## config.mk

```make
export PLATFORM = sky130hd
export DESIGN_NAME = csr_file
export DESIGN_NICKNAME = d
export VERILOG_FILES = /design/src/verilog/csr_file.sv
export VERILOG_INCLUDE_DIRS = /design/src /design/src/verilog
export SDC_FILE = /design/constraint.sdc
export NUM_CORES = 1
export LEC_CHECK = 0
export ABC_AREA = 1
export BUFFER_PORTS_ARGS = -buffer_cell sky130_fd_sc_hd__buf_4
export CORE_AREA = 2 2 159 161
export CTS_CLUSTER_DIAMETER = 200
export DETAILED_ROUTE_END_ITERATION = 6
export DIE_AREA = 0 0 161 163
export REMOVE_ABC_BUFFERS = 1
export SLEW_MARGIN = 25
export SYNTH_ARGS = -nofsm -noshare
export SYNTH_HDL_FRONTEND = slang
export SYNTH_SLANG_ARGS = --single-unit
```

## constraint.sdc

```tcl
create_clock -name clk -period 1.84 [get_ports clk]
set_input_delay 0.368 -clock clk [delete_from_list [all_inputs] [get_ports clk]]
set_output_delay 0.368 -clock clk [all_outputs]
set_load 0.01 [all_outputs]
```

## src/verilog/exu_consts.svh

```systemverilog
`ifndef EXU_CONSTS_SVH
`define EXU_CONSTS_SVH

// datapath widths
`define XLEN 32
`define REG_AW 5
`define CSR_AW 12

// machine mode csr addresses
`define CSR_MSTATUS 12'h300
`define CSR_MTVEC 12'h305
`define CSR_MEPC 12'h341
`define CSR_MCAUSE 12'h342

// environment call from m-mode
`define ECALL_CAUSE 32'd11

`define DMEM_WORDS 256

`endif

```

## src/verilog/csr_file.sv

```systemverilog
`timescale 1ns/1ps
`include "exu_consts.svh"

module csr_file (
	input  logic               clk,
	input  logic               rst,
	input  logic               wen,
	input  logic [`CSR_AW-1:0] waddr,
	input  logic [`XLEN-1:0]   wdata,
	input  logic               wen2,
	input  logic [`CSR_AW-1:0] waddr2,
	input  logic [`XLEN-1:0]   wdata2,
	input  logic [`CSR_AW-1:0] raddr,
	output logic [`XLEN-1:0]   rdata,
	output logic [`XLEN-1:0]   mtvec
);

	logic [`XLEN-1:0] mstatus, mepc, mcause;

	// port 2 comes last so it wins on a shared address
	always_ff @(posedge clk) begin
		if (rst) begin
			mstatus <= '0;
			mtvec   <= `XLEN'('h100);
			mepc    <= '0;
			mcause  <= '0;
		end else begin
			if (wen && waddr == `CSR_MSTATUS)
				mstatus <= wdata;
			if (wen && waddr == `CSR_MTVEC)
				mtvec <= wdata;
			if (wen && waddr == `CSR_MEPC)
				mepc <= wdata;
			if (wen && waddr == `CSR_MCAUSE)
				mcause <= wdata;
			if (wen2 && waddr2 == `CSR_MSTATUS)
				mstatus <= wdata2;
			if (wen2 && waddr2 == `CSR_MTVEC)
				mtvec <= wdata2;
			if (wen2 && waddr2 == `CSR_MEPC)
				mepc <= wdata2;
			if (wen2 && waddr2 == `CSR_MCAUSE)
				mcause <= wdata2;
		end
	end

	always_comb begin
		case (raddr)
			`CSR_MSTATUS: rdata = mstatus;
			`CSR_MTVEC:   rdata = mtvec;
			`CSR_MEPC:    rdata = mepc;
			`CSR_MCAUSE:  rdata = mcause;
			default:      rdata = '0;
		endcase
	end

endmodule

```

=== After elaboration in Yosys (flattened, before gate mapping) ===
Index checks and enable logic that the tools add are counted.
Widths: inputs -> output; s select.

* Reduce and logical (&&, ||, !) cells: 12
* Equality and inequality tests: 12
* Muxes and demuxes: 9

{| class="wikitable"
|+ Operators with widths
! cell !! count
|-
| $mux 32 || 8
|-
| $eq 12x10->1 const B || 12
|-
| $pmux 32 s4 || 1
|-
| $logic_and 1x1->1 || 8
|-
| $reduce_bool 2->1 || 4
|}

* Bits in registers: 128
* Output and inout port bits: 64
* Word-level logic and storage cells: 37
* Input bits: 104

=== Longest topological paths before layout ===
Gate-level depths: netlist of the first run.

* Word-level depth: 4
* Gate-level depth with buffers: 10
* Depth with buffers taken out: 9

=== Worst setup path before layout of the first run ===
OpenSTA, ideal clock, no wires.

* Path type: input -> output
* Start point: input port raddr[5]
* End point: output port rdata[14]
* Slack: 85 ps
* Path buffers: 1
* Cell stages on the path: 6
* Arrival: 1,387 ps
* Data required time: 1,472 ps
* Cell sequence: nor2_1 > nand2_1 > nor3_4 > clkbuf_1 > nand3_1 > nand4_1

* Word-level cells in the longest chain between the ends: 2
* Elaborated cells between the ends (all ways): 5
* Classes of those cells: 4 x eq/ne; 1 x mux

{| class="wikitable"
|+ RTL lines
! what !! RTL line !! text
|-
| start, declared || csr_file.sv:13 || <nowiki>input logic [`CSR_AW-1:0] raddr,</nowiki>
|-
| $eq 12x10->1 || csr_file.sv:48 || <nowiki>case (raddr)</nowiki>
|-
| $pmux 32 s4 (*) || csr_file.sv:48 ||
|-
| end, declared || csr_file.sv:14 || <nowiki>output logic [`XLEN-1:0] rdata,</nowiki>
|}

Mark *: on every way between the ends. The rest lies on a longest branch, timed or not.

=== Worst setup path in the final report of the first run ===
* Start point: input port raddr[2]
* End point: output port rdata[5]

The elaborated chain is that of the path after synthesis.

==> summary.md, run 1 <==
| Metric | Value |
|---|---|
| Iteration count of the initial detailed-routing pass | 5 |
| Setup repair after global routing missed its margin | yes |
| CTS tree | built |
| Level count of the clock H-tree | 4 |
| Wire length reported by the detailed router | 32600 µm |
| Worst Tran Pin Value | 338 ps |
| Commonest cells in the netlist | nand3_1, nand2_1, inv_1 |
| ANT nets after route | 0 |
| Worst-path maximum fanout | 8 |
| Biggest area consumer among synthesized cells | dfxtp_1 |
| Total of buffers placed on input and output ports | 167 |
| Worst-case headroom to the max-slew limit | 77.5% |
| Die area | 0.0262 mm² |
| Ports | 168 |
| Clock Sink Count | 128 |
| Achievable Freq | 514 MHz |
| Register share of total power | 40.1% |
| Worst Hold Class | primary input to register |
| Average cell area after synthesis | 6.26 µm² |
| Worst path most repeated cell | buf_6 |
| Initial detailed-routing violation count | 850 |
| Largest cells by area after synthesis | dfxtp_1, nand3_1, nand2_1, inv_1, nor3_1 |
| Startpoint Class | primary input |
| Largest net degree at the start of global routing | 65 |
| Number of buffer and inverter instances along the worst setup path | 4 |
| Count of unresolved DRC violations after routing | 0 |
| Clock transition at path regs | 60 ps |
| Leakage | 4.69 nW |
| Async set-or-reset flop fraction in the synthesized netlist | 0% |
| Post-synthesis instance area | 0.00772 mm² |
| Internal cell power | 5.28 mW |
| Power spent charging and discharging nets | 1.63 mW |
| Fin area | 0.0109 mm² |
| Cell family with the largest share of critical-path delay | buffers and inverters |
| Combinational share of power | 8.0% |
| Clock buffers created by TritonCTS | 17 |
| Number of antenna repair diodes | 0 |
| Final setup vio count | 32 |
| Sequential area share after synthesis | 33.2% |
| Vert. Die Dim | 163 µm |
| Pwr Total | 6.91 mW |
| Worst EP arrival | 1580 ps |
| Placement Rows | 58 |
| Sequence of cells on the critical path | buf_6 > or2_4 > nor3_4 > buf_6 > clkbuf_16 > nand3_1 > nand4_1 > buf_4 |
| Detailed-placement wirelength estimate | 19500 µm |
| Clk_lat worst skew | 430 ps |
| Switching power share of the total | 23.6% |
| Total number of vias | 9372 |
| Slack of the critical path | -107 ps |
| Highest-delay cell along the critical path | or2_4 |
| Number of instances in the synthesized netlist | 1233 |
| Quantity of hold-fixing buffers added after cts | 0 |
| Detailed-route wire length per cell | 18.8 µm |
| Pwr per Cell Area | 634 mW/mm² |
| Clock root cell | clkbuf_16 |
| Die boundary width | 161 µm |
| Final critical path time including I/O delays and setup | 1950 ps |
| Area growth from synthesis to final layout | 41.1% |
| Count of different cell masters after synthesis | 22 |
| First-pass GRT wire length | 47600 µm |
| Worst Path Required | 1470 ps |
| Number of antenna violations at the first check in global routing | 0 |
| Clk pwr share | 51.8% |
| Starting density of the core | 31.3% |
| Leftover overflow at the end of global routing | 0 |
| Worst ir drop on vdd | 0.535 mV |
| Run status | finished with violations |
| Worst-case clock skew | 0 ps |
| Endpoint kind of the worst setup timing path | output port |
| Via count of the first global-routing pass | 8506 |
| Share of post-route cells with drive strength above 1 | 24.1% |
| Total Nets Final | 1497 |
| Most frequent cell after synthesis | nand3_1 |
| Predominant post-synthesis flop cell | dfxtp_1 |
| Number of flip-flops and latches in the synthesized netlist | 128 |
| DR vias/cell | 5.40 |
| Slowest Stage Delay on Critical Path | 280 ps |
| Maximum count of clock buffers along a single path | 2 |
| Total of warnings raised by yosys | 0 |
| Maxcap violations | 0 |
| Final Hold Vio Count | 0 |
| Setup Crit Path Kind | primary input to output port |
| Weighted congestion reported at the end of routability-driven placement | 0.805 |
| Number of synthesized flops with an enable pin | 0 |
| Max Slew Vio Count | 0 |
| Final critical-path share of the clock period | 106% |
| Core outline area | 0.0247 mm² |
| Failing checks | setup timing |
| Yosys top cell area share | 33.2% |
| Total cell area at the placement stage | 0.00955 mm² |
| Gr usage total | 23.2% |
==> worst register-to-register path, cell delays in order (launching register included) <==
cell	delay, ps
dfxtp_1	360
inv_1	50
nand3_1	70
nand3_1	70
nor2_1	130
==> repair_timing <==
item,CTS,global route
gates resized for setup,44,31
setup buffers,8,0
endpoints found under the setup margin,32,32
gates cloned,6,11
pin swaps,9,12
==> final cells by class <==
cell class | count | area (µm²)
inverter | 145 | 544
clock buffer | 22 | 484
tap | 330 | 413
clock inverter | 10 | 133
sequential | 128 | 2560
fill | 2555 | 13800
timing repair buffer | 243 | 2430
multi-input combinational | 858 | 4330
==> routing by layer <==
metal / vias up / track usage, % / wire [µm]
li1: 4446 / - / -
met1: 4400 / 31.4 / 14000
met2: 471 / 37.6 / 14800
met3: 55 / 4.97 / 3110
met4: 0 / 5.97 / 685
met5: - / 0 / 0
==> power by group through the flow <==
stage / combinational [mW] / clock [mW] / sequential [mW]
after floorplan: 0.154 / 0 / 2.83
after global placement: 0.492 / 0 / 2.83
after detailed placement: 0.495 / 0 / 2.83
after CTS: 0.524 / 3.60 / 2.77
after global routing: 0.594 / 3.75 / 2.77
final: 0.555 / 3.58 / 2.77
==> registers in the layout (all words and copies together), names as in the netlist <==
register and flops:
mepc 32, mstatus 32, mcause 32, mtvec 32
==> path summary, 6_finish.rpt <==
check / depth (start not counted) / from / slack [ps] / end
max: 8 / raddr[2] / -110 / rdata[5]
min: 3 / wdata[27] / 190 / mcause[27]
max reg2reg: 4 / mcause[31] / 1100 / mcause[31]
min reg2reg: 2 / mepc[8] / 480 / mepc[8]
==> cell usage in the layout, fill, tap and decap left out <==
cell and n:
nand3_1 387, buf_4 191, nand2_1 173, inv_1 139, dfxtp_1 128, nor2_1 75, nor3_1 68, a21oi_1 63
nand3_2 33, nand4_1 32, clkbuf_16 26, buf_12 24, buf_6 13, nand2_2 11, nor2_4 8, inv_2 6
clkbuf_8 4, clkinv_2 4, buf_16 4, nor3_4 3, bufinv_16 3, clkinvlp_4 3, nand3_4 2, buf_8 2
or2_4 1, nor3b_4 1, or2_1 1, clkbuf_1 1
==> logic make-up after synthesis <==
logic type / Yosys count / share of synthesized area, %
AOI/OAI and AO/OA: 63 / 4.08
buffers and inverters: 247 / 14.1
DFF: 128 / 33.2
and+or+nand+nor: 795 / 48.7
==> per-stage QoR <==
step / util (%) / TNS (ps) / setup WS (ps) / hold WS [ps] / instances
finish: 44.1 / -2520 / -107 / 193 / 1736
global route: 44.1 / -4080 / -151 / 188 / 1736
CTS: 42.8 / -2870 / -131 / 181 / 1727
detailed placement: 38.7 / -5590 / -246 / 474 / 1681
global placement: 38.7 / -4870 / -214 / 472 / 1681
floorplan: - / -115740 / -917 / 437 / 1131
(Power assumes the default switching activity.)
==> run 2: changes to the inputs <==
CORE_AREA = 2 2 223 115   (was 2 2 159 161)
DIE_AREA = 0 0 225 117   (was 0 0 161 163)
==> summary.md, run 2 (synthesized netlist as in run 1, its figures left out) <==
| Metric | Value |
|---|---|
| Worst ir drop on vdd | 0.476 mV |
| Power spent charging and discharging nets | 1.75 mW |
| Startpoint Class | primary input |
| Maxcap violations | 0 |
| Run status | finished with violations |
| Gr usage total | 25.7% |
| Via count of the first global-routing pass | 8693 |
| Final critical-path share of the clock period | 111% |
| Pwr per Cell Area | 645 mW/mm² |
| Detailed-route wire length per cell | 20.1 µm |
| Fin area | 0.0110 mm² |
| Topmost layer with routed signal wires | met4 |
| Total number of vias | 9508 |
| Clk pwr share | 52.7% |
| Worst EP arrival | 1670 ps |
| Internal cell power | 5.31 mW |
| Maximum count of clock buffers along a single path | 2 |
| Met3 Routed Length | 4500 µm |
| Combinational share of power | 8.0% |
| Slack of the critical path | -200 ps |
| ANT nets after route | 0 |
| Endpoint kind of the worst setup timing path | output port |
| DR vias/cell | 5.52 |
| Total cell area at the placement stage | 0.00945 mm² |
| Number of antenna violations at the first check in global routing | 0 |
| Leading cell type in the layout, fill and taps excluded | nand3_1 |
| Max Slew Vio Count | 0 |
| Count of unresolved DRC violations after routing | 0 |
| Worst-path maximum fanout | 7 |
| Pwr Total | 7.07 mW |
| Share of post-route cells with drive strength above 1 | 24.6% |
| Routed length on met1 | 15000 µm |
| Ports | 168 |
| Switching power share of the total | 24.8% |
| Clk_lat worst skew | 430 ps |
| First-pass GRT wire length | 51300 µm |
| Initial detailed-routing violation count | 1187 |
| Achievable Freq | 490 MHz |
| Die boundary width | 225 µm |
| Met2 wire length | 14500 µm |
| Total of buffers placed on input and output ports | 167 |
| Failing checks | setup timing |
| Core outline area | 0.0246 mm² |
| Level count of the clock H-tree | 4 |
| Worst Hold Class | primary input to register |
| Detailed-placement wirelength estimate | 19100 µm |
| Clock transition at path regs | 60 ps |
| Largest net degree at the start of global routing | 65 |
| Clock buffers created by TritonCTS | 17 |
| CTS tree | built |
| Leftover overflow at the end of global routing | 0 |
| Final critical path time including I/O delays and setup | 2040 ps |
| Iteration count of the initial detailed-routing pass | 5 |
| Filler cell count | 2487 |
| Worst-case clock skew | 0 ps |
| Register share of total power | 39.2% |
| Setup repair after global routing missed its margin | yes |
| Clock Sink Count | 128 |
| Wire length reported by the detailed router | 34600 µm |
| Vert. Die Dim | 117 µm |
| Worst-case headroom to the max-slew limit | 43.7% |
| Area growth from synthesis to final layout | 41.9% |
| Final setup vio count | 32 |
| Clock root cell | clkbuf_16 |
| Total Nets Final | 1491 |
| Worst Path Required | 1470 ps |
| Weighted congestion reported at the end of routability-driven placement | 0.823 |
| Setup Crit Path Kind | primary input to output port |
| Starting density of the core | 31.4% |
| Die area | 0.0263 mm² |
| Number of antenna repair diodes | 0 |
| Final Hold Vio Count | 0 |
| Leakage | 4.65 nW |
| Worst Tran Pin Value | 844 ps |
| Most used cells in the layout excluding fill and tap cells | nand3_1, buf_4, nand2_1 |
| Placement Rows | 41 |
==> run 2: layout make-up <==
type	instances	area (µm²)	share of cell area [%]
Tap cell	322	403	3.68
Timing Repair Buffer	237	2400	22.0
Multi-Input combinational cell	858	4410	40.3
Inverter	145	544	4.97
Sequential cell	128	2560	23.4
Clock buffer	18	439	4.01
Clock inverter	14	189	1.72
==> run 2: final timing paths <==
kind                                 start     endpoint  slack, ps  depth (start not counted)
worst max-delay path             raddr[10]    rdata[27]       -200                         10
worst min-delay path             wdata[29]  mstatus[29]        180                          3
worst max register to register  mcause[23]   mcause[23]       1070                          4
worst min register to register   mtvec[12]    mtvec[12]        490                          2
==> run 2: power groups by stage <==
stage	registers, mW	logic (mW)	clock network (mW)
global route	2.77	0.607	3.88
CTS	2.77	0.529	3.73
floorplan	2.83	0.154	0
global placement	2.83	0.500	0
detailed placement	2.83	0.502	0
finish	2.77	0.567	3.73
==> run 2: worst max-delay path, stage by stage <==
cell and delay (ps):
buf_6 90, nor2_4 110, nand3_4 80, buf_6 130, nor2_4 170, buf_8 170
buf_12 140, nand3_1 80, nand4_1 160, buf_4 160
==> run 2: layer usage <==
layer  vias to the layer above  GRT usage, %
met3                        59          7.71
met5                         -             0
met1                      4395          35.7
li1                       4444             -
met4                         0          7.20
met2                       610          38.8
==> run 2: per-stage QoR <==
| step | setup slack, ps | hold WS [ps] | util (%) | instances | setup TNS [ps] |
|---|---|---|---|---|---|
| after global routing | -231 | 189 | 44.6 | 1722 | -6100 |
| after detailed placement | -225 | 474 | 38.5 | 1664 | -6360 |
| after CTS | -171 | 178 | 43.1 | 1714 | -4620 |
| after floorplan | -917 | 437 | - | 1131 | -115740 |
| after global placement | -236 | 472 | 38.5 | 1664 | -5670 |
| final | -200 | 183 | 44.6 | 1722 | -4340 |
==> run 2: repair_timing <==
action                                 CTS  global route
setup endpoints to repair               32            32
cloned                                   8             8
setup buffers                           10             3
endpoints found under the hold margin    0             0
hold buffers                             0             0
resized for setup                       35            44
pin swaps                               27            37
