## src/verilog/exu_consts.svh

```systemverilog
`ifndef EXU_CONSTS_SVH
`define EXU_CONSTS_SVH

// datapath widths
`define XLEN 32
`define REG_AW 5
`define CSR_AW 12

// machine mode csr addresses
`define CSR_MSTATUS 12'h300
`define CSR_MTVEC 12'h305
`define CSR_MEPC 12'h341
`define CSR_MCAUSE 12'h342

// environment call from m-mode
`define ECALL_CAUSE 32'd11

`define DMEM_WORDS 256

`endif

```

## src/verilog/exu_pkg.sv

```systemverilog
package exu_pkg;

	typedef enum logic [4:0] {
		ALU_ADD, ALU_SUB, ALU_SLL, ALU_SLT, ALU_SLTU, ALU_XOR,
		ALU_SRL, ALU_SRA, ALU_OR, ALU_AND,
		// compares return 0 or 1
		ALU_EQ, ALU_NE, ALU_LT, ALU_GE, ALU_LTU, ALU_GEU,
		ALU_PASS_B
	} alu_op_e;

	typedef enum logic [3:0] {
		MEM_NONE, MEM_LB, MEM_LBU, MEM_LH, MEM_LHU, MEM_LW,
		MEM_SB, MEM_SH, MEM_SW
	} mem_op_e;

	typedef enum logic [1:0] {JUMP_NONE, JUMP_JAL, JUMP_JALR, JUMP_BRANCH} jump_e;

	typedef enum logic [1:0] {CSR_OP_NONE, CSR_OP_RW, CSR_OP_RS, CSR_OP_ECALL} csr_op_e;

	// read channel sequence
	typedef enum logic [2:0] {
		IDLE_R, WAIT_ARREADY, SHAKED_AR, WAIT_RVALID, SHAKED_R
	} rd_state_e;

	// write channel sequence with data only after address
	typedef enum logic [2:0] {
		IDLE_W, WAIT_AWREADY, SHAKED_AW, WAIT_WREADY, SHAKED_W,
		WAIT_BVALID, SHAKED_B
	} wr_state_e;

endpackage

```

## src/verilog/alu.sv

```systemverilog
`timescale 1ns/1ps
`include "exu_consts.svh"

module alu (
	input  exu_pkg::alu_op_e  op,
	input  logic [`XLEN-1:0]  a,
	input  logic [`XLEN-1:0]  b,
	output logic [`XLEN-1:0]  result
);

	logic [4:0] shamt;
	logic       cmp;

	assign shamt = b[4:0];

	// compare flag for the set and branch opcodes
	always_comb begin
		case (op)
			exu_pkg::ALU_SLT,
			exu_pkg::ALU_LT:   cmp = $signed(a) < $signed(b);
			exu_pkg::ALU_SLTU,
			exu_pkg::ALU_LTU:  cmp = a < b;
			exu_pkg::ALU_EQ:   cmp = a == b;
			exu_pkg::ALU_NE:   cmp = a != b;
			exu_pkg::ALU_GE:   cmp = $signed(a) >= $signed(b);
			exu_pkg::ALU_GEU:  cmp = a >= b;
			default:           cmp = 1'b0;
		endcase
	end

	always_comb begin
		case (op)
			exu_pkg::ALU_ADD:    result = a + b;
			exu_pkg::ALU_SUB:    result = a - b;
			exu_pkg::ALU_SLL:    result = a << shamt;
			exu_pkg::ALU_XOR:    result = a ^ b;
			exu_pkg::ALU_SRL:    result = a >> shamt;
			exu_pkg::ALU_SRA:    result = $signed(a) >>> shamt;
			exu_pkg::ALU_OR:     result = a | b;
			exu_pkg::ALU_AND:    result = a & b;
			// lui immediate goes straight through
			exu_pkg::ALU_PASS_B: result = b;
			default:             result = {{(`XLEN-1){1'b0}}, cmp};
		endcase
	end

endmodule

```

## src/verilog/exu.sv

```systemverilog
`timescale 1ns/1ps
`include "exu_consts.svh"

module exu (
	input  logic               clk,
	input  logic               rst,
	// decode side
	input  logic               in_valid,
	input  logic [`XLEN-1:0]   pc,
	input  logic [`XLEN-1:0]   src1,
	input  logic [`XLEN-1:0]   src2,
	input  logic [`REG_AW-1:0] rd,
	input  logic               rd_wen,
	input  exu_pkg::alu_op_e   alu_op,
	input  exu_pkg::mem_op_e   mem_op,
	input  logic [`XLEN-1:0]   store_data,
	input  exu_pkg::jump_e     jump,
	input  logic [`XLEN-1:0]   branch_target,
	input  exu_pkg::csr_op_e   csr_op,
	input  logic [`CSR_AW-1:0] csr_idx,
	output logic               allowin,
	// retire side
	output logic               done_valid,
	output logic               redirect_valid,
	output logic [`XLEN-1:0]   redirect_pc,
	output logic               rf_wen,
	output logic [`REG_AW-1:0] rf_waddr,
	output logic [`XLEN-1:0]   rf_wdata,
	// csr file
	output logic               csr_wen,
	output logic [`CSR_AW-1:0] csr_waddr,
	output logic [`XLEN-1:0]   csr_wdata,
	output logic               csr_wen2,
	output logic [`CSR_AW-1:0] csr_waddr2,
	output logic [`XLEN-1:0]   csr_wdata2,
	input  logic [`XLEN-1:0]   mtvec,
	// data memory bus
	output logic [`XLEN-1:0]   awaddr,
	output logic               awvalid,
	input  logic               awready,
	output logic [`XLEN-1:0]   wdata,
	output logic [3:0]         wstrb,
	output logic               wvalid,
	input  logic               wready,
	input  logic [1:0]         bresp,
	input  logic               bvalid,
	output logic               bready,
	output logic [`XLEN-1:0]   araddr,
	output logic               arvalid,
	input  logic               arready,
	input  logic [`XLEN-1:0]   rdata,
	input  logic [1:0]         rresp,
	input  logic               rvalid,
	output logic               rready
);

	logic               valid_q, rd_wen_q;
	logic [`XLEN-1:0]   pc_q, src1_q, src2_q, store_data_q, branch_target_q;
	logic [`REG_AW-1:0] rd_q;
	logic [`CSR_AW-1:0] csr_idx_q;
	exu_pkg::alu_op_e   alu_op_q;
	exu_pkg::mem_op_e   mem_op_q;
	exu_pkg::jump_e     jump_q;
	exu_pkg::csr_op_e   csr_op_q;
	logic [`XLEN-1:0]   alu_result, load_data;
	logic               is_mem, req_valid, mem_done, ready_go, branch_taken, is_ecall;

	always_ff @(posedge clk) begin
		if (rst)
			valid_q <= 1'b0;
		else if (allowin)
			valid_q <= in_valid;
	end

	always_ff @(posedge clk) begin
		if (allowin && in_valid) begin
			pc_q            <= pc;
			src1_q          <= src1;
			src2_q          <= src2;
			rd_q            <= rd;
			rd_wen_q        <= rd_wen;
			alu_op_q        <= alu_op;
			mem_op_q        <= mem_op;
			store_data_q    <= store_data;
			jump_q          <= jump;
			branch_target_q <= branch_target;
			csr_op_q        <= csr_op;
			csr_idx_q       <= csr_idx;
		end
	end

	// memory ops hold the stage until the bus finishes
	assign is_mem     = mem_op_q != exu_pkg::MEM_NONE;
	assign req_valid  = valid_q && is_mem;
	assign ready_go   = !is_mem || mem_done;
	assign allowin    = !valid_q || ready_go;
	assign done_valid = valid_q && ready_go;

	alu i_alu (
		.op     (alu_op_q),
		.a      (src1_q),
		.b      (src2_q),
		.result (alu_result)
	);

	lsu i_lsu (
		.clk, .rst, .req_valid,
		.mem_op     (mem_op_q),
		.addr       (alu_result),
		.store_data (store_data_q),
		.mem_done, .load_data,
		.awaddr, .awvalid, .awready, .wdata, .wstrb, .wvalid, .wready,
		.bresp, .bvalid, .bready,
		.araddr, .arvalid, .arready, .rdata, .rresp, .rvalid, .rready
	);

	assign branch_taken = (jump_q == exu_pkg::JUMP_BRANCH) && alu_result[0];
	assign is_ecall     = csr_op_q == exu_pkg::CSR_OP_ECALL;

	always_comb begin
		case (jump_q)
			exu_pkg::JUMP_JAL:    redirect_pc = alu_result;
			exu_pkg::JUMP_JALR:   redirect_pc = {alu_result[`XLEN-1:1], 1'b0};
			exu_pkg::JUMP_BRANCH: redirect_pc = branch_target_q;
			default:              redirect_pc = mtvec;
		endcase
	end

	assign redirect_valid = done_valid && (jump_q inside {exu_pkg::JUMP_JAL,
		exu_pkg::JUMP_JALR} || branch_taken || is_ecall);

	// writeback select
	always_comb begin
		if (jump_q inside {exu_pkg::JUMP_JAL, exu_pkg::JUMP_JALR})
			rf_wdata = pc_q + `XLEN'd4;
		else if (is_mem)
			rf_wdata = load_data;
		else if (csr_op_q inside {exu_pkg::CSR_OP_RW, exu_pkg::CSR_OP_RS})
			rf_wdata = src2_q;
		else
			rf_wdata = alu_result;
	end

	assign rf_wen   = done_valid && rd_wen_q;
	assign rf_waddr = rd_q;

	// csrrs takes src1 | old value from the alu
	assign csr_wen   = done_valid && csr_op_q != exu_pkg::CSR_OP_NONE;
	assign csr_waddr = is_ecall ? `CSR_MEPC : csr_idx_q;
	assign csr_wdata = (csr_op_q == exu_pkg::CSR_OP_RW) ? src1_q :
		(csr_op_q == exu_pkg::CSR_OP_RS) ? alu_result : pc_q;

	assign csr_wen2   = done_valid && is_ecall;
	assign csr_waddr2 = `CSR_MCAUSE;
	assign csr_wdata2 = `ECALL_CAUSE;

endmodule

```

## src/verilog/lsu.sv

```systemverilog
`timescale 1ns/1ps
`include "exu_consts.svh"

module lsu (
	input  logic               clk,
	input  logic               rst,
	input  logic               req_valid,
	input  exu_pkg::mem_op_e   mem_op,
	input  logic [`XLEN-1:0]   addr,
	input  logic [`XLEN-1:0]   store_data,
	output logic               mem_done,
	output logic [`XLEN-1:0]   load_data,
	output logic [`XLEN-1:0]   awaddr,
	output logic               awvalid,
	input  logic               awready,
	output logic [`XLEN-1:0]   wdata,
	output logic [3:0]         wstrb,
	output logic               wvalid,
	input  logic               wready,
	input  logic [1:0]         bresp,
	input  logic               bvalid,
	output logic               bready,
	output logic [`XLEN-1:0]   araddr,
	output logic               arvalid,
	input  logic               arready,
	input  logic [`XLEN-1:0]   rdata,
	input  logic [1:0]         rresp,
	input  logic               rvalid,
	output logic               rready
);

	exu_pkg::rd_state_e state_r, next_r;
	exu_pkg::wr_state_e state_w, next_w;
	logic               read_start, write_start;
	logic               arvalid_q, awvalid_q;
	logic [4:0]         byte_shift;
	logic [3:0]         strb;
	logic [`XLEN-1:0]   rdata_q, rshift;

	assign read_start = req_valid && mem_op inside {exu_pkg::MEM_LB, exu_pkg::MEM_LBU,
		exu_pkg::MEM_LH, exu_pkg::MEM_LHU, exu_pkg::MEM_LW};
	assign write_start = req_valid && mem_op inside {exu_pkg::MEM_SB, exu_pkg::MEM_SH,
		exu_pkg::MEM_SW};
	assign byte_shift = {addr[1:0], 3'b000};

	// read channel
	always_comb begin
		next_r = state_r;
		case (state_r)
			exu_pkg::IDLE_R:
				if (read_start)
					next_r = arready ? exu_pkg::SHAKED_AR : exu_pkg::WAIT_ARREADY;
			exu_pkg::WAIT_ARREADY:
				if (arready)
					next_r = exu_pkg::SHAKED_AR;
			exu_pkg::SHAKED_AR:
				next_r = rvalid ? exu_pkg::SHAKED_R : exu_pkg::WAIT_RVALID;
			exu_pkg::WAIT_RVALID:
				if (rvalid)
					next_r = exu_pkg::SHAKED_R;
			// stage retires the load on this edge
			default:
				next_r = exu_pkg::IDLE_R;
		endcase
	end

	always_ff @(posedge clk) begin
		if (rst) begin
			state_r   <= exu_pkg::IDLE_R;
			arvalid_q <= 1'b0;
			rready    <= 1'b0;
		end else begin
			state_r   <= next_r;
			arvalid_q <= next_r == exu_pkg::WAIT_ARREADY;
			rready    <= next_r inside {exu_pkg::SHAKED_AR, exu_pkg::WAIT_RVALID};
		end
	end

	assign arvalid = (state_r == exu_pkg::IDLE_R) ? read_start : arvalid_q;
	assign araddr  = addr;

	always_ff @(posedge clk) begin
		if (rvalid && rready)
			rdata_q <= rdata;
	end

	// write channel
	always_comb begin
		next_w = state_w;
		case (state_w)
			exu_pkg::IDLE_W:
				if (write_start)
					next_w = awready ? exu_pkg::SHAKED_AW : exu_pkg::WAIT_AWREADY;
			exu_pkg::WAIT_AWREADY:
				if (awready)
					next_w = exu_pkg::SHAKED_AW;
			exu_pkg::SHAKED_AW:
				next_w = wready ? exu_pkg::SHAKED_W : exu_pkg::WAIT_WREADY;
			exu_pkg::WAIT_WREADY:
				if (wready)
					next_w = exu_pkg::SHAKED_W;
			exu_pkg::SHAKED_W:
				next_w = bvalid ? exu_pkg::SHAKED_B : exu_pkg::WAIT_BVALID;
			exu_pkg::WAIT_BVALID:
				if (bvalid)
					next_w = exu_pkg::SHAKED_B;
			default:
				next_w = exu_pkg::IDLE_W;
		endcase
	end

	always_ff @(posedge clk) begin
		if (rst) begin
			state_w   <= exu_pkg::IDLE_W;
			awvalid_q <= 1'b0;
			wvalid    <= 1'b0;
			bready    <= 1'b0;
		end else begin
			state_w   <= next_w;
			awvalid_q <= next_w == exu_pkg::WAIT_AWREADY;
			wvalid    <= next_w inside {exu_pkg::SHAKED_AW, exu_pkg::WAIT_WREADY};
			bready    <= next_w inside {exu_pkg::SHAKED_W, exu_pkg::WAIT_BVALID};
		end
	end

	assign awvalid = (state_w == exu_pkg::IDLE_W) ? write_start : awvalid_q;
	assign awaddr  = addr;

	// byte lanes from size and low address bits
	always_comb begin
		case (mem_op)
			exu_pkg::MEM_SB: strb = 4'b0001 << addr[1:0];
			exu_pkg::MEM_SH: strb = 4'b0011 << {addr[1], 1'b0};
			default:         strb = 4'b1111;
		endcase
	end

	// data phase payload latched at the aw handshake
	always_ff @(posedge clk) begin
		if (awvalid && awready) begin
			wdata <= store_data << byte_shift;
			wstrb <= strb;
		end
	end

	// load alignment and extension
	assign rshift = rdata_q >> byte_shift;

	always_comb begin
		case (mem_op)
			exu_pkg::MEM_LB:  load_data = {{(`XLEN-8){rshift[7]}}, rshift[7:0]};
			exu_pkg::MEM_LBU: load_data = {{(`XLEN-8){1'b0}}, rshift[7:0]};
			exu_pkg::MEM_LH:  load_data = {{(`XLEN-16){rshift[15]}}, rshift[15:0]};
			exu_pkg::MEM_LHU: load_data = {{(`XLEN-16){1'b0}}, rshift[15:0]};
			default:          load_data = rdata_q;
		endcase
	end

	assign mem_done = (state_r == exu_pkg::SHAKED_R) || (state_w == exu_pkg::SHAKED_B);

	ar_hold: assert property (@(posedge clk) disable iff (rst)
		arvalid && !arready |=> arvalid);
	aw_hold: assert property (@(posedge clk) disable iff (rst)
		awvalid && !awready |=> awvalid);
	done_busy: assert property (@(posedge clk) disable iff (rst)
		mem_done |-> req_valid);
	// error responses still complete and are only flagged
	rresp_ok: assert property (@(posedge clk) disable iff (rst)
		rvalid && rready |-> rresp == 2'b00)
		else $error("lsu: read error response");
	bresp_ok: assert property (@(posedge clk) disable iff (rst)
		bvalid && bready |-> bresp == 2'b00)
		else $error("lsu: write error response");

endmodule
```

## config.mk

```make
export PLATFORM = sky130hd
export DESIGN_NAME = exu
export DESIGN_NICKNAME = d
export VERILOG_FILES = /design/src/verilog/exu_pkg.sv /design/src/verilog/alu.sv /design/src/verilog/exu.sv /design/src/verilog/lsu.sv
export VERILOG_INCLUDE_DIRS = /design/src /design/src/verilog
export SDC_FILE = /design/constraint.sdc
export NUM_CORES = 1
export LEC_CHECK = 0
export ABC_AREA = 1
export BUFFER_PORTS_ARGS = -buffer_cell sky130_fd_sc_hd__buf_2
export CAP_MARGIN = 10
export CORE_AREA = 2 2 350 214
export CTS_CLUSTER_DIAMETER = 60
export DETAILED_ROUTE_END_ITERATION = 8
export DIE_AREA = 0 0 352 216
export GPL_TIMING_DRIVEN = 0
export HOLD_SLACK_MARGIN = 0.03
export MAX_ROUTING_LAYER = met4
export SKIP_LAST_GASP = 1
export SYNTH_ARGS = -nofsm -noshare
export SYNTH_HDL_FRONTEND = slang
export SYNTH_SLANG_ARGS = --single-unit
```

## constraint.sdc

```tcl
create_clock -name clk -period 11.5 [get_ports clk]
set_input_delay 2.3 -clock clk [delete_from_list [all_inputs] [get_ports clk]]
set_output_delay 2.3 -clock clk [all_outputs]
set_load 0.005 [all_outputs]
```

=== After elaboration in Yosys (flattened, before gate mapping) ===
Cells that the tools add are included.

* Bits in registers: 271
* Output and inout port bits: 268
* Word-level logic and storage cells: 150

* $add $sub $neg: 3
* Order comparisons: 4
* Eq/ne operators: 50
* Shifts and indexed selects: 7
* Multiplexer cells: 27
* Bitwise operators: 3
* Reductions and logical operators: 33

{| class="wikitable"
|+ Operators by type and width
! operator !! count
|-
| $pmux 32 s9 || 1
|-
| $mux 32 || 5
|-
| $pmux 32 s4 || 1
|-
| $pmux 32 s3 || 1
|-
| $ge 32x32->1 || 2
|-
| $lt 32x32->1 || 2
|-
| $shl 32x5->32 || 2
|-
| $eq 5x4->1 const B || 8
|-
| $add 32x3->32 const B || 1
|-
| $add 32x32->32 || 1
|-
| $and 32x32->32 || 1
|-
| $eq 32x32->1 || 1
|-
| $ne 32x32->1 || 1
|-
| $or 32x32->32 || 1
|-
| $shr 32x5->16 || 1
|-
| $shr 32x5->32 || 1
|-
| $sshr 32x5->32 || 1
|-
| $sub 32x32->32 || 1
|-
| $xor 32x32->32 || 1
|-
| $mux 3 || 9
|-
| $eq 3x2->1 const B || 8
|-
| $eq 5x3->1 const B || 4
|-
| $eq 3x3->1 const B || 6
|-
| $pmux 3 s6 || 1
|-
| other kinds (28) || 66
|}

=== Longest topological paths before layout ===
* Depth in word-level cells: 8
* Gate-level depth with buffers: 31
* Depth with buffers taken out: 26

=== By module ===
A second synthesis with hierarchy kept.

* Cells, all modules: 3,432
* Area total of the unflattened synthesis: 24,021.8 um^2

{| class="wikitable"
|+ Modules (own cells, without submodules)
! module !! instances !! cells each !! area each (um^2)
|-
| alu || 1 || 2,002 || 9,999.6
|-
| exu || 1 || 952 || 9,562.9
|-
| lsu || 1 || 478 || 4,459.3
|}

=== Worst setup path before layout ===
Ideal clock, no wire load.

* Path kind: input to register
* Start: in in_valid
* End: reg alu_op_q[0], enable pin
* Library setup time: 749 ps
* Data arrival time: 10,206 ps
* Slack: 545 ps
* Stages on the path: 2
* Buffers on the path: 0
* Path through: inv_1 -> nor2_1

* Longest elaborated chain between the ends: 1

{| class="wikitable"
|+ Ends and longest elaborated chain
! item !! line !! text
|-
| start: declaration || exu.sv:8 || <nowiki>input logic in_valid,</nowiki>
|-
| $logic_and 1x1->1 || exu.sv:76 || <nowiki>if (allowin && in_valid) begin</nowiki>
|-
| end signal: assignment || exu.sv:82 || <nowiki>alu_op_q <= alu_op;</nowiki>
|-
| end: declaration || exu.sv:61 || <nowiki>exu_pkg::alu_op_e alu_op_q;</nowiki>
|}

No other way between the ends.
A chain may end at the register's enable or synchronous reset.

=== Worst setup path after layout ===
* Start: reg src2_q[2]
* End: out rf_wdata[31]

* Longest elaborated chain between the ends: 7
* Elaborated cells on any way between the ends: 18
* Those cells by class: add/sub: 2; order compare: 4; eq/ne: 2; shift: 4; mux: 6

{| class="wikitable"
|+ Ends and longest elaborated chain
! item !! line !! text
|-
| start: declaration || exu.sv:58 || <nowiki>logic [`XLEN-1:0] pc_q, src1_q, src2_q, store_data_q, branch_target_q;</nowiki>
|-
| start signal: assignment || exu.sv:79 || <nowiki>src2_q <= src2;</nowiki>
|-
| $ge 32x32->1, or another cell as far along || alu.sv:26 || <nowiki>exu_pkg::ALU_GEU: cmp = a >= b;</nowiki>
|-
| $pmux 1 s6 || alu.sv:18 || <nowiki>case (op)</nowiki>
|-
| $pmux 32 s9 * || alu.sv:32 || <nowiki>case (op)</nowiki>
|-
| $shr 32x5->16 || lsu.sv:147 || <nowiki>assign rshift = rdata_q >> byte_shift;</nowiki>
|-
| $pmux 32 s4 || lsu.sv:150 || <nowiki>case (mem_op)</nowiki>
|-
| $mux 32 * || exu.sv:136 || <nowiki>else if (is_mem)</nowiki>
|-
| $mux 32 * || exu.sv:134 || <nowiki>if (jump_q inside {exu_pkg::JUMP_JAL, exu_pkg::JUMP_JALR})</nowiki>
|-
| end: declaration || exu.sv:28 || <nowiki>output logic [`XLEN-1:0] rf_wdata,</nowiki>
|}

Mark *: on every way between the ends. The rest lies on a longest branch, timed or not.

==> summary.md <==
| Metric | Value |
|---|---|
| Outcome | complete, but fails checks |
| Failing checks | max-capacitance violations, max-slew violations |
| Worst Setup SP | src2_q[2] |
| Placer congestion estimate | roughly 1.1 |
| Cts bufs inserted | 30 |
| Largest net degree at the start of global routing | 38 |
| Worst-Margin Slew | 1.485 ns |
| Tot Pwr | between 3 and 4 mW |
| Initial antenna violation count | 5 |
| Router iterations before antenna repair | 9 |
| Unrepaired setup endpoints after global routing | false |
| Tmin final | roughly 10 ns |
| Num rows | 77 |
| Non-Filler Instances | approximately 4700 |
| Synth cell types | 65 |
| Worst vdd ir | 109.5 µV |
| Postcts setup bufs | 0 |
| Synth Register Bits | between 200 and 300 |
| Routed vias/inst | between 5 and 6 |
| Synth top area share | 34.73% |
| Number of global-route vias before repair | about 23000 |
| Clk root buf | clkbuf_16 |
| 1st-iter DRT viols | approximately 4300 |
| Hpwl dp | between 100 and 150 mm |
| Nets | 4049 |
| Async S/R FF share, synth | 0% |
| GR Util All Layers | between 30% and 40% |
| Post-CTS sizing | 0 |
| I/O pin total | about 540 |
| Tightest hold margin | ~0.5 ns |
| CP Capture Type | output pin |
| Warnings, synthesis | 0 |
| Max-cap violations | 1 |
| Count leader, synth | nand2_1 |
| Reg-to-Reg Start | src2_q[2] |
| Cells after Synth | 3102 |
| PwrDens | between 100 and 150 nW/µm² |
| Worst skew pair latency | a little over 0.6 ns |
| Number of instances in the placed design | roughly 4600 |
| Initial Util | just over 30% |
| Share of layout cells above drive strength 1 | between 20% and 30% |
| TritonCTS Sinks | 271 |
| Pre-CTS setup slack | between 2 and 2.5 ns |
| Rel. slew slack | -0.07179% |
| Final routed DRC violation total | 0 |
| Post-synth top area cell | edfxtp_1 |
| Average wire per standard cell | between 30 and 40 µm |
| Placed inst area | about 26000 µm² |
| Final Setup Violations | 0 |
| Clock transition at the registers of the reported paths | 0.07 ns |
| Startpoint Class | flip-flop |
| Final max-slew violation count | 1 |
| First-pass GRT wire length | 191.3 mm |
| Post-cts hold buffer count | 0 |
| Primary FF master, synth | edfxtp_1 |
| Post-route clock period utilization | around 91% |
| Avg Inst Size Synth | 7.218 µm² |
| Skew final | about 0.011 ns |
| Drt total wl | about 140 mm |
| Critical path arrival | around 8 ns |
| Sequential area share after synthesis | 35.81% |
| Hold Path Origin | i_lsu.state_r[1] |
| Fmax | approximately 0.096 GHz |
| Die Span Y | around 220 µm |
| Post-DRT Antenna Nets | 0 |
| Routed vias | ~26000 |
| Commonest cells post-synth | nand2_1, inv_1, o21ai_0 |
| Core ar. | roughly 73000 µm² |
| Hold Vio Cnt, Final | 0 |
| Fin worst setup slack | 1.059 ns |
| GRT Residual Overflow | 0 |
| Crit Path Max Fanout | 12 |
| H-tree Lvls | 1 |
| Die area | around 76000 µm² |
| Syn-to-layout area delta | 22.53% |
| CP required | 9.20 ns |
| Min-delay worst type | flip-flop to flip-flop |
| Cell Area, Synth | around 22000 µm² |
| CTS tree | done |
| Die Wd | ~350 µm |
| Design area | around 27000 µm² |
| Lkg Pwr | ~13 nW |
| Clock buffer depth | 3 |
| Largest cells by area after synthesis | edfxtp_1, nand2_1, o21ai_0 |
| I/O Buffers | about 500 |
| Setup Crit Path Kind | flip-flop to output pin |
| Post-synth EDFFs | roughly 260 |
==> routing by layer <==
| layer | vias to the layer above | track usage, % | part of all wire, % |
|---|---|---|---|
| met5 | - | - | 0 |
| met4 | 0 | 5.021 | 1.5 |
| met3 | 131 | 15.39 | 16 |
| met2 | 1864 | 43.96 | 35 |
| met1 | 12770 | 56.82 | 48 |
| li1 | 11550 | - | - |
==> worst paths after layout <==
check	end	slack [ns]	depth (start not counted)
worst max-delay path	rf_wdata[31]	1.06	23
worst min-delay path	i_lsu.state_r[2]	0.49	2
worst max register to register	i_lsu.wdata[31]	4.53	26
worst min register to register	i_lsu.state_r[2]	0.49	2
==> placed cells by master (no fill, tap or decap), drive strengths merged, types with 3 or more instances in the layout <==
master / synthesis / final
a2111oi: 3 / 3
a211oi: 8 / 8
a21boi: 7 / 7
a21o: 4 / 4
a21oi: 286 / 286
a221oi: 13 / 13
a22oi: 41 / 41
a31oi: 12 / 12
and3: 3 / 3
buf: 143 / 639
bufinv: 0 / 3
clkbuf: 97 / 134
clkinv: 8 / 19
conb: 2 / 44
dfxtp: 12 / 12
edfxtp: 259 / 259
ha: 106 / 106
inv: 366 / 369
mux2i: 11 / 11
nand2: 693 / 693
nand3: 175 / 175
nand4: 28 / 28
nor2: 256 / 256
nor3: 39 / 39
nor4: 7 / 7
o2111ai: 10 / 10
o211ai: 28 / 28
o21a: 12 / 12
o21ai: 344 / 344
o21bai: 16 / 16
o221ai: 6 / 6
o22ai: 36 / 36
o31ai: 5 / 5
or2: 29 / 29
xor2: 20 / 20
==> sequential cells by signal, summed over array words and instances, names as in the netlist, 2 cells and up <==
| signal | cells |
|---|---|
| branch_target_q | 32 |
| i_lsu.rdata_q | 32 |
| i_lsu.wdata | 32 |
| pc_q | 32 |
| src1_q | 32 |
| src2_q | 32 |
| store_data_q | 32 |
| csr_idx_q | 12 |
| alu_op_q | 5 |
| rf_waddr | 5 |
| i_lsu.wstrb | 4 |
| mem_op_q | 4 |
| i_lsu.state_r | 3 |
| i_lsu.state_w | 3 |
| csr_op_q | 2 |
| jump_q | 2 |
==> kinds of logic (layout without fill, tap and decap cells) <==
kind of cell / after synthesis / after routing / synth area share (%)
other: 2 / 45 / 0.03354
buffers and inverters: 614 / 1165 / 12.15
multiplexers: 11 / 11 / 0.4917
AND/OR/NAND/NOR: 1234 / 1234 / 23.35
AO/OA/AOI/OAI: 842 / 842 / 21.29
flip-flops: 271 / 271 / 35.81
adder cells (fa/ha/maj): 108 / 108 / 6.102
XOR/XNOR: 20 / 20 / 0.7823
==> area by class of cell <==
class	count	area, µm²
diodes	1	2.502
plain buffers	240	1316
clock buffers	35	790.8
clock inverters	18	203.9
fillers	7903	45300
inverters	374	1404
multi-input cells	2259	11830
flip-flops and latches	271	8018
well taps	987	1235
repair buffers	498	2636
==> stage by stage <==
stage / util, % / TNS [ns]
2_1_floorplan: - / 0
3_5_place_dp: 36.33 / 0
5_1_grt: 37.72 / 0
4_1_cts: 37.70 / 0
3_3_place_gp: 36.04 / -744.42
6_report: 37.72 / 0
==> power by group <==
group / internal (mW) / leakage, nW / total, mW / switching [mW]
clock network: 0.563 / 0.487 / 1.01 / 0.446
logic: 0.307 / 9.86 / 1.09 / 0.783
registers: 1.14 / 2.53 / 1.20 / 0.0519
total: 2.01 / 12.9 / 3.29 / 1.28
==> critical path, cell delays in order, from the launching register on <==
cell      delay (ns)
edfxtp_1        0.66
inv_1           0.43
buf_2           0.37
buf_1           0.73
buf_1           0.86
ha_1            0.38
buf_2           0.17
inv_1           0.08
nand2_1         0.05
nand3_1         0.12
inv_1           0.07
o21ai_0         1.13
a21oi_1         0.21
inv_1           0.32
nand3_1         0.17
nand2_1         0.12
nand2_1         0.06
nand3_1         0.10
nand3_1         0.69
o21ai_0         0.43
nand2_1         0.09
nand2_1         0.06
nand2_1         0.05
buf_2           0.15
(Power assumes the default switching activity.)
